**src/include/radio_consts.svh**
```systemverilog
//////////////////////////////
// Setting bus addresses, bus and data widths,
// TX test pattern word and ATR reset defaults
//////////////////////////////

`ifndef RADIO_CONSTS_SVH
`define RADIO_CONSTS_SVH

//////////////////////////////
// Setting addresses

`define SR_LOOPBACK   8'd6
`define SR_ATR        8'd12   // Five registers, idle/rx/tx/fdx/ddr
`define SR_TEST       8'd21
`define SR_CODEC_IDLE 8'd22
`define SR_READBACK   8'd32
`define SR_TIME       8'd128  // HI, LO, then CTRL

//////////////////////////////
// Widths

`define SET_ADDR_W 8
`define SET_DATA_W 32
`define TIME_W     64
`define SAMPLE_W   32         // I in the upper half, Q in the lower
`define GPIO_W     32

//////////////////////////////
// Data words and defaults

// Half-word sent on I and Q while the pattern is high
`define TX_PATTERN_WORD 16'hAAAA

// Front-end ATR pins are always outputs
`define GPIO_DEFAULT_DDR  32'hFFFF_FFFF
`define GPIO_DEFAULT_IDLE 32'h0000_0000

`endif
```
**src/hw/radio_pkg.sv**
```systemverilog
//////////////////////////////
// Shared types of the radio core:
// readback select, ATR state, timekeeper state
//////////////////////////////

package radio_pkg;

   // Readback slots, written through SR_READBACK
   typedef enum logic [2:0] {
      RB_TEST       = 3'd0,
      RB_TIME_NOW   = 3'd1,
      RB_TIME_PPS   = 3'd2,
      RB_FE_SAMPLES = 3'd3,
      RB_GPIO_IN    = 3'd4,
      RB_RSVD5      = 3'd5,
      RB_RSVD6      = 3'd6,
      RB_RSVD7      = 3'd7
   } rb_sel_t;

   // Encoded as {run_tx, run_rx}
   typedef enum logic [1:0] {
      ATR_IDLE = 2'd0,
      ATR_RX   = 2'd1,
      ATR_TX   = 2'd2,
      ATR_FDX  = 2'd3
   } atr_state_t;

   typedef enum logic {
      TK_IDLE  = 1'b0,
      TK_ARMED = 1'b1      // Waiting for a PPS edge to load time
   } tk_state_t;

endpackage

```
**src/hw/radio_core.sv**
```systemverilog
//////////////////////////////
// Radio control core top level: settings,
// timekeeper, ATR GPIO and TX/RX frontend
//////////////////////////////

`timescale 1ns/1ps

`include "radio_consts.svh"

module radio_core (
   input  logic                   bus_clk,
   input  logic                   i_reset,
   // Settings bus
   input  logic                   i_set_stb,
   input  logic [`SET_ADDR_W-1:0] i_set_addr,
   input  logic [`SET_DATA_W-1:0] i_set_data,
   // Codec samples and run levels
   input  logic [`SAMPLE_W-1:0]   i_rx,
   input  logic                   i_run_rx,
   input  logic                   i_run_tx,
   input  logic [`GPIO_W-1:0]     i_fe_gpio_in,
   input  logic                   i_pps,
   output logic [`SAMPLE_W-1:0]   o_tx,
   output logic [`SAMPLE_W-1:0]   o_rx_sample,
   output logic [`GPIO_W-1:0]     o_fe_gpio_out,
   output logic [`GPIO_W-1:0]     o_fe_gpio_ddr,
   output logic [`TIME_W-1:0]     o_vita_time,
   output logic [`TIME_W-1:0]     o_rb_data
);

   logic [`TIME_W-1:0]   vita_time_pps;
   logic                 loopback;
   logic [`SAMPLE_W-1:0] tx_idle;

   radio_settings u_settings (
      .bus_clk         (bus_clk),
      .i_reset         (i_reset),
      .i_set_stb       (i_set_stb),
      .i_set_addr      (i_set_addr),
      .i_set_data      (i_set_data),
      .i_vita_time     (o_vita_time),
      .i_vita_time_pps (vita_time_pps),
      .i_tx            (o_tx),
      .i_rx_sample     (o_rx_sample),
      .i_gpio_in       (i_fe_gpio_in),
      .o_loopback      (loopback),
      .o_tx_idle       (tx_idle),
      .o_rb_data       (o_rb_data)
   );

   timekeeper u_timekeeper (
      .bus_clk         (bus_clk),
      .i_reset         (i_reset),
      .i_set_stb       (i_set_stb),
      .i_set_addr      (i_set_addr),
      .i_set_data      (i_set_data),
      .i_pps           (i_pps),
      .o_vita_time     (o_vita_time),
      .o_vita_time_pps (vita_time_pps)
   );

   // Front-end pins follow the run state
   gpio_atr u_fe_gpio_atr (
      .bus_clk    (bus_clk),
      .i_reset    (i_reset),
      .i_set_stb  (i_set_stb),
      .i_set_addr (i_set_addr),
      .i_set_data (i_set_data),
      .i_run_rx   (i_run_rx),
      .i_run_tx   (i_run_tx),
      .o_gpio_out (o_fe_gpio_out),
      .o_gpio_ddr (o_fe_gpio_ddr)
   );

   radio_frontend u_frontend (
      .bus_clk     (bus_clk),
      .i_reset     (i_reset),
      .i_run_tx    (i_run_tx),
      .i_tx_idle   (tx_idle),
      .i_loopback  (loopback),
      .i_rx        (i_rx),
      .o_tx        (o_tx),
      .o_rx_sample (o_rx_sample)
   );

endmodule

```
**src/hw/radio_frontend.sv**
```systemverilog
//////////////////////////////
// TX test pattern or codec idle word,
// RX capture with digital loopback
//////////////////////////////

`timescale 1ns/1ps

`include "radio_consts.svh"

module radio_frontend (
   input  logic                 bus_clk,
   input  logic                 i_reset,
   input  logic                 i_run_tx,
   input  logic [`SAMPLE_W-1:0] i_tx_idle,
   input  logic                 i_loopback,
   input  logic [`SAMPLE_W-1:0] i_rx,
   output logic [`SAMPLE_W-1:0] o_tx,
   output logic [`SAMPLE_W-1:0] o_rx_sample
);

   logic [1:0] phase_cnt;       // Bit 1 sets the pattern half

   //////////////////////////////
   // TX side

   always_ff @(posedge bus_clk) begin
      if (i_reset) begin
         phase_cnt <= 2'd0;
         o_tx      <= '0;
      end else begin
         phase_cnt <= phase_cnt + 2'd1;
         if (!i_run_tx)
            o_tx <= i_tx_idle;                                  // Codec sits at idle word
         else if (phase_cnt[1])
            o_tx <= {`TX_PATTERN_WORD, `TX_PATTERN_WORD};       // Same word on I and Q
         else
            o_tx <= '0;
      end
   end

   //////////////////////////////
   // RX side

   // Loopback takes the registered TX word, so it lags o_tx by one cycle
   always_ff @(posedge bus_clk) begin
      if (i_reset)
         o_rx_sample <= '0;
      else
         o_rx_sample <= i_loopback ? o_tx : i_rx;
   end

endmodule

```
**src/hw/gpio_atr.sv**
```systemverilog
//////////////////////////////
// ATR GPIO registers and output select
// by the TX/RX run state
//////////////////////////////

`timescale 1ns/1ps

`include "radio_consts.svh"

module gpio_atr import radio_pkg::*; (
   input  logic                   bus_clk,
   input  logic                   i_reset,
   input  logic                   i_set_stb,
   input  logic [`SET_ADDR_W-1:0] i_set_addr,
   input  logic [`SET_DATA_W-1:0] i_set_data,
   input  logic                   i_run_rx,
   input  logic                   i_run_tx,
   output logic [`GPIO_W-1:0]     o_gpio_out,
   output logic [`GPIO_W-1:0]     o_gpio_ddr
);

   logic [`GPIO_W-1:0] out_idle;
   logic [`GPIO_W-1:0] out_rx;
   logic [`GPIO_W-1:0] out_tx;
   logic [`GPIO_W-1:0] out_fdx;
   atr_state_t         atr_state;

   always_ff @(posedge bus_clk) begin
      if (i_reset) begin
         out_idle   <= `GPIO_DEFAULT_IDLE;
         out_rx     <= '0;
         out_tx     <= '0;
         out_fdx    <= '0;
         o_gpio_ddr <= `GPIO_DEFAULT_DDR;
      end else if (i_set_stb) begin
         case (i_set_addr)
            `SR_ATR:         out_idle   <= i_set_data[`GPIO_W-1:0];
            `SR_ATR + 8'd1:  out_rx     <= i_set_data[`GPIO_W-1:0];
            `SR_ATR + 8'd2:  out_tx     <= i_set_data[`GPIO_W-1:0];
            `SR_ATR + 8'd3:  out_fdx    <= i_set_data[`GPIO_W-1:0];
            `SR_ATR + 8'd4:  o_gpio_ddr <= i_set_data[`GPIO_W-1:0]; // 1 = output
            default: ;
         endcase
      end
   end

   assign atr_state = atr_state_t'({i_run_tx, i_run_rx});

   //////////////////////////////
   // Output select

   always_ff @(posedge bus_clk) begin
      if (i_reset) begin
         o_gpio_out <= `GPIO_DEFAULT_IDLE;
      end else begin
         case (atr_state)
            ATR_IDLE: o_gpio_out <= out_idle;
            ATR_RX:   o_gpio_out <= out_rx;
            ATR_TX:   o_gpio_out <= out_tx;
            default:  o_gpio_out <= out_fdx;                 // Full duplex
         endcase
      end
   end

   gpio_ddr_default: assert property (
      @(posedge bus_clk) i_reset |=> (o_gpio_ddr == `GPIO_DEFAULT_DDR)
   );

endmodule

```
**src/hw/timekeeper.sv**
```systemverilog
//////////////////////////////
// VITA time counter with load now or load
// on next PPS, and PPS time latch
//////////////////////////////

`timescale 1ns/1ps

`include "radio_consts.svh"

module timekeeper import radio_pkg::*; (
   input  logic                   bus_clk,
   input  logic                   i_reset,
   input  logic                   i_set_stb,
   input  logic [`SET_ADDR_W-1:0] i_set_addr,
   input  logic [`SET_DATA_W-1:0] i_set_data,
   input  logic                   i_pps,
   output logic [`TIME_W-1:0]     o_vita_time,
   output logic [`TIME_W-1:0]     o_vita_time_pps
);

   logic [`SET_DATA_W-1:0] time_hi;
   logic [`SET_DATA_W-1:0] time_lo;
   logic                   pps_d;
   logic                   pps_edge;
   logic                   ctrl_wr;
   logic                   load_now;
   tk_state_t              tk_state;

   // Staging registers applied by a CTRL write
   always_ff @(posedge bus_clk) begin
      if (i_set_stb && (i_set_addr == `SR_TIME))
         time_hi <= i_set_data;
      if (i_set_stb && (i_set_addr == `SR_TIME + 8'd1))
         time_lo <= i_set_data;
   end

   assign ctrl_wr  = i_set_stb && (i_set_addr == `SR_TIME + 8'd2);
   assign load_now = ctrl_wr && i_set_data[0];
   assign pps_edge = i_pps && !pps_d;

   //////////////////////////////
   // Counter and load FSM

   always_ff @(posedge bus_clk) begin
      if (i_reset) begin
         pps_d           <= 1'b0;
         tk_state        <= TK_IDLE;
         o_vita_time     <= '0;
         o_vita_time_pps <= '0;
      end else begin
         pps_d <= i_pps;
         if (pps_edge)
            o_vita_time_pps <= o_vita_time;                  // Time of this edge cycle
         if (load_now) begin
            tk_state    <= TK_IDLE;
            o_vita_time <= {time_hi, time_lo};
         end else if (ctrl_wr) begin
            tk_state    <= TK_ARMED;                         // Wait for next PPS
            o_vita_time <= o_vita_time + `TIME_W'(1);
         end else if ((tk_state == TK_ARMED) && pps_edge) begin
            tk_state    <= TK_IDLE;
            o_vita_time <= {time_hi, time_lo};
         end else begin
            o_vita_time <= o_vita_time + `TIME_W'(1);
         end
      end
   end

   // Armed load is only cancelled by PPS, reset or a load-now write
   tk_armed_hold: assert property (
      @(posedge bus_clk)
      (tk_state == TK_ARMED && !pps_edge && !load_now && !i_reset) |=> (tk_state == TK_ARMED)
   );

endmodule

```
**src/hw/radio_settings.sv**
```systemverilog
//////////////////////////////
// Loopback, test, codec idle and readback
// select registers, registered readback mux
//////////////////////////////

`timescale 1ns/1ps

`include "radio_consts.svh"

module radio_settings import radio_pkg::*; (
   input  logic                   bus_clk,
   input  logic                   i_reset,
   input  logic                   i_set_stb,
   input  logic [`SET_ADDR_W-1:0] i_set_addr,
   input  logic [`SET_DATA_W-1:0] i_set_data,
   input  logic [`TIME_W-1:0]     i_vita_time,
   input  logic [`TIME_W-1:0]     i_vita_time_pps,
   input  logic [`SAMPLE_W-1:0]   i_tx,
   input  logic [`SAMPLE_W-1:0]   i_rx_sample,
   input  logic [`GPIO_W-1:0]     i_gpio_in,
   output logic                   o_loopback,
   output logic [`SAMPLE_W-1:0]   o_tx_idle,
   output logic [`TIME_W-1:0]     o_rb_data
);

   logic [`SET_DATA_W-1:0] test_reg;
   rb_sel_t                rb_sel;

   //////////////////////////////
   // Setting registers

   always_ff @(posedge bus_clk) begin
      if (i_reset) begin
         o_loopback <= 1'b0;
         test_reg   <= '0;
         o_tx_idle  <= '0;
         rb_sel     <= RB_TEST;
      end else if (i_set_stb) begin
         case (i_set_addr)
            `SR_LOOPBACK:   o_loopback <= i_set_data[0];     // TX looped into RX
            `SR_TEST:       test_reg   <= i_set_data;
            `SR_CODEC_IDLE: o_tx_idle  <= i_set_data[`SAMPLE_W-1:0];
            `SR_READBACK:   rb_sel     <= rb_sel_t'(i_set_data[2:0]);
            default: ;                                       // Other blocks' addresses
         endcase
      end
   end

   //////////////////////////////
   // Readback mux

   always_ff @(posedge bus_clk) begin
      if (i_reset) begin
         o_rb_data <= '0;
      end else begin
         case (rb_sel)
            RB_TEST:       o_rb_data <= {{(`TIME_W-`SET_DATA_W){1'b0}}, test_reg};
            RB_TIME_NOW:   o_rb_data <= i_vita_time;
            RB_TIME_PPS:   o_rb_data <= i_vita_time_pps;
            RB_FE_SAMPLES: o_rb_data <= {i_tx, i_rx_sample};
            RB_GPIO_IN:    o_rb_data <= {{(`TIME_W-`GPIO_W){1'b0}}, i_gpio_in};
            default:       o_rb_data <= '0;                  // Slots 5 to 7 unused
         endcase
      end
   end

   // A reserved slot never leaks stale data
   rb_rsvd_zero: assert property (
      @(posedge bus_clk) disable iff (i_reset)
      (rb_sel inside {RB_RSVD5, RB_RSVD6, RB_RSVD7}) |=> (o_rb_data == '0)
   );

endmodule

```
**config.mk**
```make
export PLATFORM = sky130hd
export DESIGN_NAME = radio_core
export DESIGN_NICKNAME = d
export VERILOG_FILES = /design/src/hw/radio_pkg.sv /design/src/hw/radio_core.sv /design/src/hw/radio_frontend.sv /design/src/hw/gpio_atr.sv /design/src/hw/timekeeper.sv /design/src/hw/radio_settings.sv
export VERILOG_INCLUDE_DIRS = /design/src /design/src/include
export SDC_FILE = /design/constraint.sdc
export NUM_CORES = 1
export LEC_CHECK = 0
export ABC_AREA = 1
export BUFFER_PORTS_ARGS = -buffer_cell sky130_fd_sc_hd__buf_2
export CAP_MARGIN = 15
export CORE_ASPECT_RATIO = 1.25
export CORE_MARGIN = 2
export CORE_UTILIZATION = 45
export DETAILED_ROUTE_END_ITERATION = 10
export PLACE_DENSITY = 0.66
export SLEW_MARGIN = 10
export SYNTH_ARGS = -nofsm -noshare
export SYNTH_HDL_FRONTEND = slang
export SYNTH_SLANG_ARGS = --single-unit
```
**constraint.sdc**
```tcl
create_clock -name bus_clk -period 3.34 [get_ports bus_clk]
set_input_delay 0.167 -clock bus_clk [delete_from_list [all_inputs] [get_ports bus_clk]]
set_output_delay 0.167 -clock bus_clk [all_outputs]
set_load 0.005 [all_outputs]
```
Word level (Yosys, flattened, before mapping)
Cells that the tools add are included.

Bits in registers: 584. Latch bits: 0. Memory bits (writable): 0. Bits in read-only memories: 0. Input port bits: 110. Output and inout port bits: 256. Logic and storage cells: 70. Memories: 0.

Add/sub/neg operators: 2. $mul: 0. Div/mod/pow operators: 0. $lt $le $gt $ge: 0. Equality and inequality tests: 18. Shift-type cells: 0. Mux-type cells: 10. Bitwise gates (word level): 0. Reduce and logical (&&, ||, !) cells: 20.

Operator list (count): case mux 64 bit (5 select lines) (1); two-way mux 64 bit (3); two-way mux 32 bit (3); case mux 32 bit (3 select lines) (1); adder 64 x 1 -> 64 bit, second input constant (1); equality test 8 x 4 -> 1 bit, second input constant (4); equality test 8 x 5 -> 1 bit, second input constant (3); equality test 8 bit, second input constant (3); AND reduction 2 bit (9); equality test 8 x 3 -> 1 bit, second input constant (1); equality test 8 x 6 -> 1 bit, second input constant (1); equality test 3 x 2 -> 1 bit, second input constant (2); logical AND 1 bit (6); equality test 3 x 1 -> 1 bit, second input constant (1); equality test 3 bit, second input constant (1); zero test 3 bit (1); adder 2 x 1 -> 2 bit, second input constant (1); equality test 2 x 1 -> 1 bit, second input constant (1); equality test 2 bit, second input constant (1); zero test 2 bit (1); two-way mux 1 bit (2); nonzero test 2 bit (1); OR reduction 2 bit (1); zero test 1 bit (1).

Depth between registers and ports, before layout
Depth after elaboration: 6. Depth in mapped cells: 12. Depth with buffers taken out: 12.

Hierarchy
From an unflattened synthesis, not the netlist that was laid out.

Cell total of the unflattened synthesis: 3734. Area total of the unflattened synthesis: 26021.2 µm².

By module, submodules not included: timekeeper (times used 1, cells each 1198, area each 8926.1 µm²); gpio_atr (times used 1, cells each 1179, area each 8013.9 µm²); radio_settings (times used 1, cells each 1045, area each 6797.8 µm²); radio_frontend (times used 1, cells each 312, area each 2283.4 µm²).

Worst setup path before layout
OpenSTA, ideal clock, no wires.

Path kind: input port to flip-flop. From: in i_set_addr[5]. To: reg u_timekeeper.time_lo[0], enable pin. Library setup time: 0.461 ns. Arrival time: 2.632 ns. Required time: 2.879 ns. Path slack: 0.247 ns. Stages on the path: 3. Buffers on the path: 0. Cell sequence: nor2_2 nand3_1 nor3_1.

Cells in the longest elaborated chain, start to end: 2.

RTL lines: start: declaration (line radio_core.sv:15) `` input logic [`SET_ADDR_W-1:0] i_set_addr, ``; equality test 8 bit (line timekeeper.sv:33) `` if (i_set_stb && (i_set_addr == `SR_TIME + 8'd1)) ``; logical AND 1 bit (line timekeeper.sv:33); end signal: assignment (line timekeeper.sv:34) `time_lo <= i_set_data;`; end: declaration (line timekeeper.sv:22) `` logic [`SET_DATA_W-1:0] time_lo; ``.

Every way passes these cells. A chain may end at the register's enable or synchronous reset.

Worst setup path in the final report
From: reg u_timekeeper.o_vita_time[23]. To: reg u_timekeeper.o_vita_time[36].

Cells in the longest elaborated chain, start to end: 4.

RTL lines: start: declaration (line timekeeper.sv:17) `` output logic [`TIME_W-1:0] o_vita_time, ``; start signal: assignment (line timekeeper.sv:56) `o_vita_time <= {time_hi, time_lo};`; start signal: assignment (line timekeeper.sv:59) `` o_vita_time <= o_vita_time + `TIME_W'(1); ``; start signal: assignment (line timekeeper.sv:62) `o_vita_time <= {time_hi, time_lo};`; adder 64 x 1 -> 64 bit (*) (line timekeeper.sv:59, timekeeper.sv:64); two-way mux 64 bit (line timekeeper.sv:60) `end else if ((tk_state == TK_ARMED) && pps_edge) begin`; two-way mux 64 bit (*) (line timekeeper.sv:57) `end else if (ctrl_wr) begin`; two-way mux 64 bit (*) (line timekeeper.sv:54) `if (load_now) begin`.

Mark *: on every way between the ends. The rest lies on a longest branch, timed or not.

==> metrics <==
met3 usage=5.26%; pin count of the biggest net entering global routing=121; final setup skew=21.9 ps; critical hold path startpoint=i_fe_gpio_in[29]; Cell Rows=92; DIE AREA=0.0528 mm2; Port Buffer Count=approximately 370; worst slew pin tran=about 1000 ps; CTS buffer count=57; DP HPWL=around 68000 um; ratio of total power to cell area=537 mW/mm2; ratio of routed vias to standard cells=5.60; count of pins on the block boundary=366; outcome=finished, final reports clean; # clock sinks=584; IR Drop Worst-Case VDD=428 uV; FF-to-FF setup slack=880 ps; RSZ-0062 raised after global routing=false; fin nets=between 3000 and 4000; starting density of the core=45.5%; clock latency on the worst-skew pair=650 ps; routability congestion estimate=0.970; clock root buffer master=clkbuf_16; routed length per placed instance=between 20 and 25 um; sequential-to-total area share from yosys stat=53.8%; final setup violation count=0; total count of max-transition violations in the final report=0; initial DRC count=2198; kind of critical path=register to register; level count of the clock H-tree=2; EDFF count, synth=64; worst reg-to-reg path cell count=9; detailed-router iteration count before antenna repair=6; CP max FO=6; share of synthesized registers carrying an async set or reset=0%; total of max-cap violations=0; Crit Reg-Reg Startpoint=u_timekeeper.o_vita_time[23]; required time reported for the critical path endpoint=3880 ps; largest registers=u_settings.o_rb_data x64, u_timekeeper.o_vita_time x64, u_timekeeper.o_vita_time_pps x64; number of instances in the synthesized netlist=between 2000 and 3000; Post-route DRC=0; share of the synthesized area in compound gates (AO/OA/AOI/OAI)=20.1%; GRT Util Overall=34.1%; Post-CTS Hold Buffers=95; share of post-route cells with drive strength above 1=17.4%; met2 track demand over resource=56.7%; Net Count, Synth=2909; Pleak=12.1 nW; core area=0.0504 mm2; worst min-delay path endpoint=u_settings.o_rb_data[29]; Adder-Cell Fraction of Synth Area=0.0546%; largest family of logic cells by synthesized area=compound AO/OA/AOI/OAI gates; Antenna Nets Post-Route=0; Chip Height=256 um; final worst hold slack=10.7 ps; simple-gate share of the synthesized area=between 10% and 20%; Max clock buf depth=3; number of fill cells in the layout=4688; CTS tree=yes; synthesized area=roughly 0.023 mm2; Setup Fix Bufs, Post-CTS=0; Syn-to-layout area delta=23.3%; Final Core Density=between 50% and 60%; count of synthesis-stage warnings from yosys=0; data arrival time of the critical path=3000 ps; mean cell area of the mapped netlist=8.19 um2; CTS resizes=0; share of the synthesized netlist area taken by xor and xnor gates=roughly 1.3%; Seq cells post-synth=approximately 600; global route overflow=0; busiest layer in global routing=met2; first-pass GRT wire length=133000 um; number of antenna violations at the first check in global routing=5; most used flip-flop cell after synthesis=dfxtp_1; multiplexer area fraction after synthesis=0%; vias post-DR=21700; kind of launch point of the worst setup path=register; Reg clk slew, reported paths=70 ps; final hold violations=0; worst hold path stage count=3; reg-to-reg critical path endpoint=u_timekeeper.o_vita_time[36]; clock period minus worst slack=2460 ps; worst relative slew slack=33.8%; grt met1 use=43.8%; count of cell types in the netlist=42; Max Freq=407 MHz; Tightest Hold Check Type=primary input to register; WL final=between 90000 and 100000 um; part of the cycle the worst path needs=73.6%; CP endpoint kind=register; aggregate negative setup slack=0 ps; via count of the first global-routing pass=20400; die width=206 um
worst max-delay path, cell delays in order, from the launching register on:
cell     delay [ps]
dfxtp_1         630
inv_1           270
nor3_1          350
nand2_1         160
nor2_1          330
nand3_1         230
a21oi_1         160
o21ai_0         100
nand2_1          70
inv_1            40
metrics by stage:
stage / area [um2] / std cells / setup WS, ps / total power [W]
global placement: 25200 / 3679 / 800 / 0.00804
CTS: 28300 / 3882 / 912 / 0.0152
global route: 28300 / 3882 / 788 / 0.0156
floorplan: 22900 / 2798 / 247 / 0.00770
finish: 28300 / 3883 / 882 / 0.0152
detailed placement: 25200 / 3679 / 792 / 0.00805
where the power goes:
part | total [W] | switching [W] | internal (W)
sequential | 0.00727 | 0.0000815 | 0.00719
clock | 0.00717 | 0.00295 | 0.00422
combinational | 0.000724 | 0.000474 | 0.000250
total | 0.0152 | 0.00351 | 0.0117
layer usage:
layer | vias to the layer above | share of wire [%]
li1 | 10200 | -
met1 | 10300 | 40
met2 | 1070 | 47
met3 | 196 | 7.8
met4 | 2 | 4.8
met5 | - | 0.014
final cells by class:
cell class	instances	area (um2)	area share, %
Sequential cell	584	12300	43.6
Antenna cell	1	2.50	0.00885
Timing Repair Buffer	496	3070	10.9
Clock inverter	28	397	1.40
Inverter	281	1060	3.77
Tap cell	658	823	2.91
Clock buffer	80	1740	6.16
Multi-Input combinational cell	1755	8840	31.3
how the worst max path moves through the flow:
stage	from	endpoint	slack, ps	cells past startpoint
after floorplan	i_set_addr[5]	u_timekeeper.time_lo[0]	250	3
after global placement	i_set_addr[5]	u_timekeeper.o_vita_time[62]	800	12
after detailed placement	i_set_addr[5]	u_timekeeper.o_vita_time[30]	790	10
after CTS	u_timekeeper.pps_d	u_timekeeper.o_vita_time[30]	910	8
after global routing	u_timekeeper.o_vita_time[23]	u_timekeeper.o_vita_time[36]	790	9
final	u_timekeeper.o_vita_time[23]	u_timekeeper.o_vita_time[36]	880	9
cell families after synthesis:
logic type,count (synthesis)
simple gates,892
compound gates,827
flops,584
buf+inv,459
xor+xnor,35
fa+ha+maj,1
cells in the final DEF (no fill, tap or decap), types with 13 or more instances in the layout:
cell type / netlist / final
dfxtp_1: 520 / 520
o21ai_0: 381 / 381
nand2_1: 369 / 367
buf_2: 32 / 365
a21oi_1: 280 / 280
inv_1: 272 / 272
nor2_1: 265 / 261
nand3_1: 148 / 148
dlygate4sd3_1: 0 / 95
o211ai_1: 93 / 93
edfxtp_1: 64 / 64
clkbuf_16: 0 / 63
nand4_1: 36 / 36
buf_4: 2 / 34
xor2_1: 31 / 31
nor3_1: 31 / 29
a22oi_1: 16 / 16
a31oi_1: 16 / 16
a221oi_1: 15 / 15
a41oi_1: 14 / 14
nor3_2: 12 / 13
cells in the mapped netlist (31+ instances only):
master | count | share of area (%)
a21oi_1 | 280 | 6.1
buf_2 | 32 | 0.70
clkbuf_1 | 129 | 2.1
dfxtp_1 | 520 | 45
edfxtp_1 | 64 | 8.4
inv_1 | 272 | 4.5
nand2_1 | 369 | 6.0
nand3_1 | 148 | 3.2
nand4_1 | 36 | 0.98
nor2_1 | 265 | 4.3
nor3_1 | 31 | 0.68
o211ai_1 | 93 | 3.0
o21ai_0 | 381 | 8.3
xor2_1 | 31 | 1.2
Note: power is estimated with default switching activity, not from simulation.
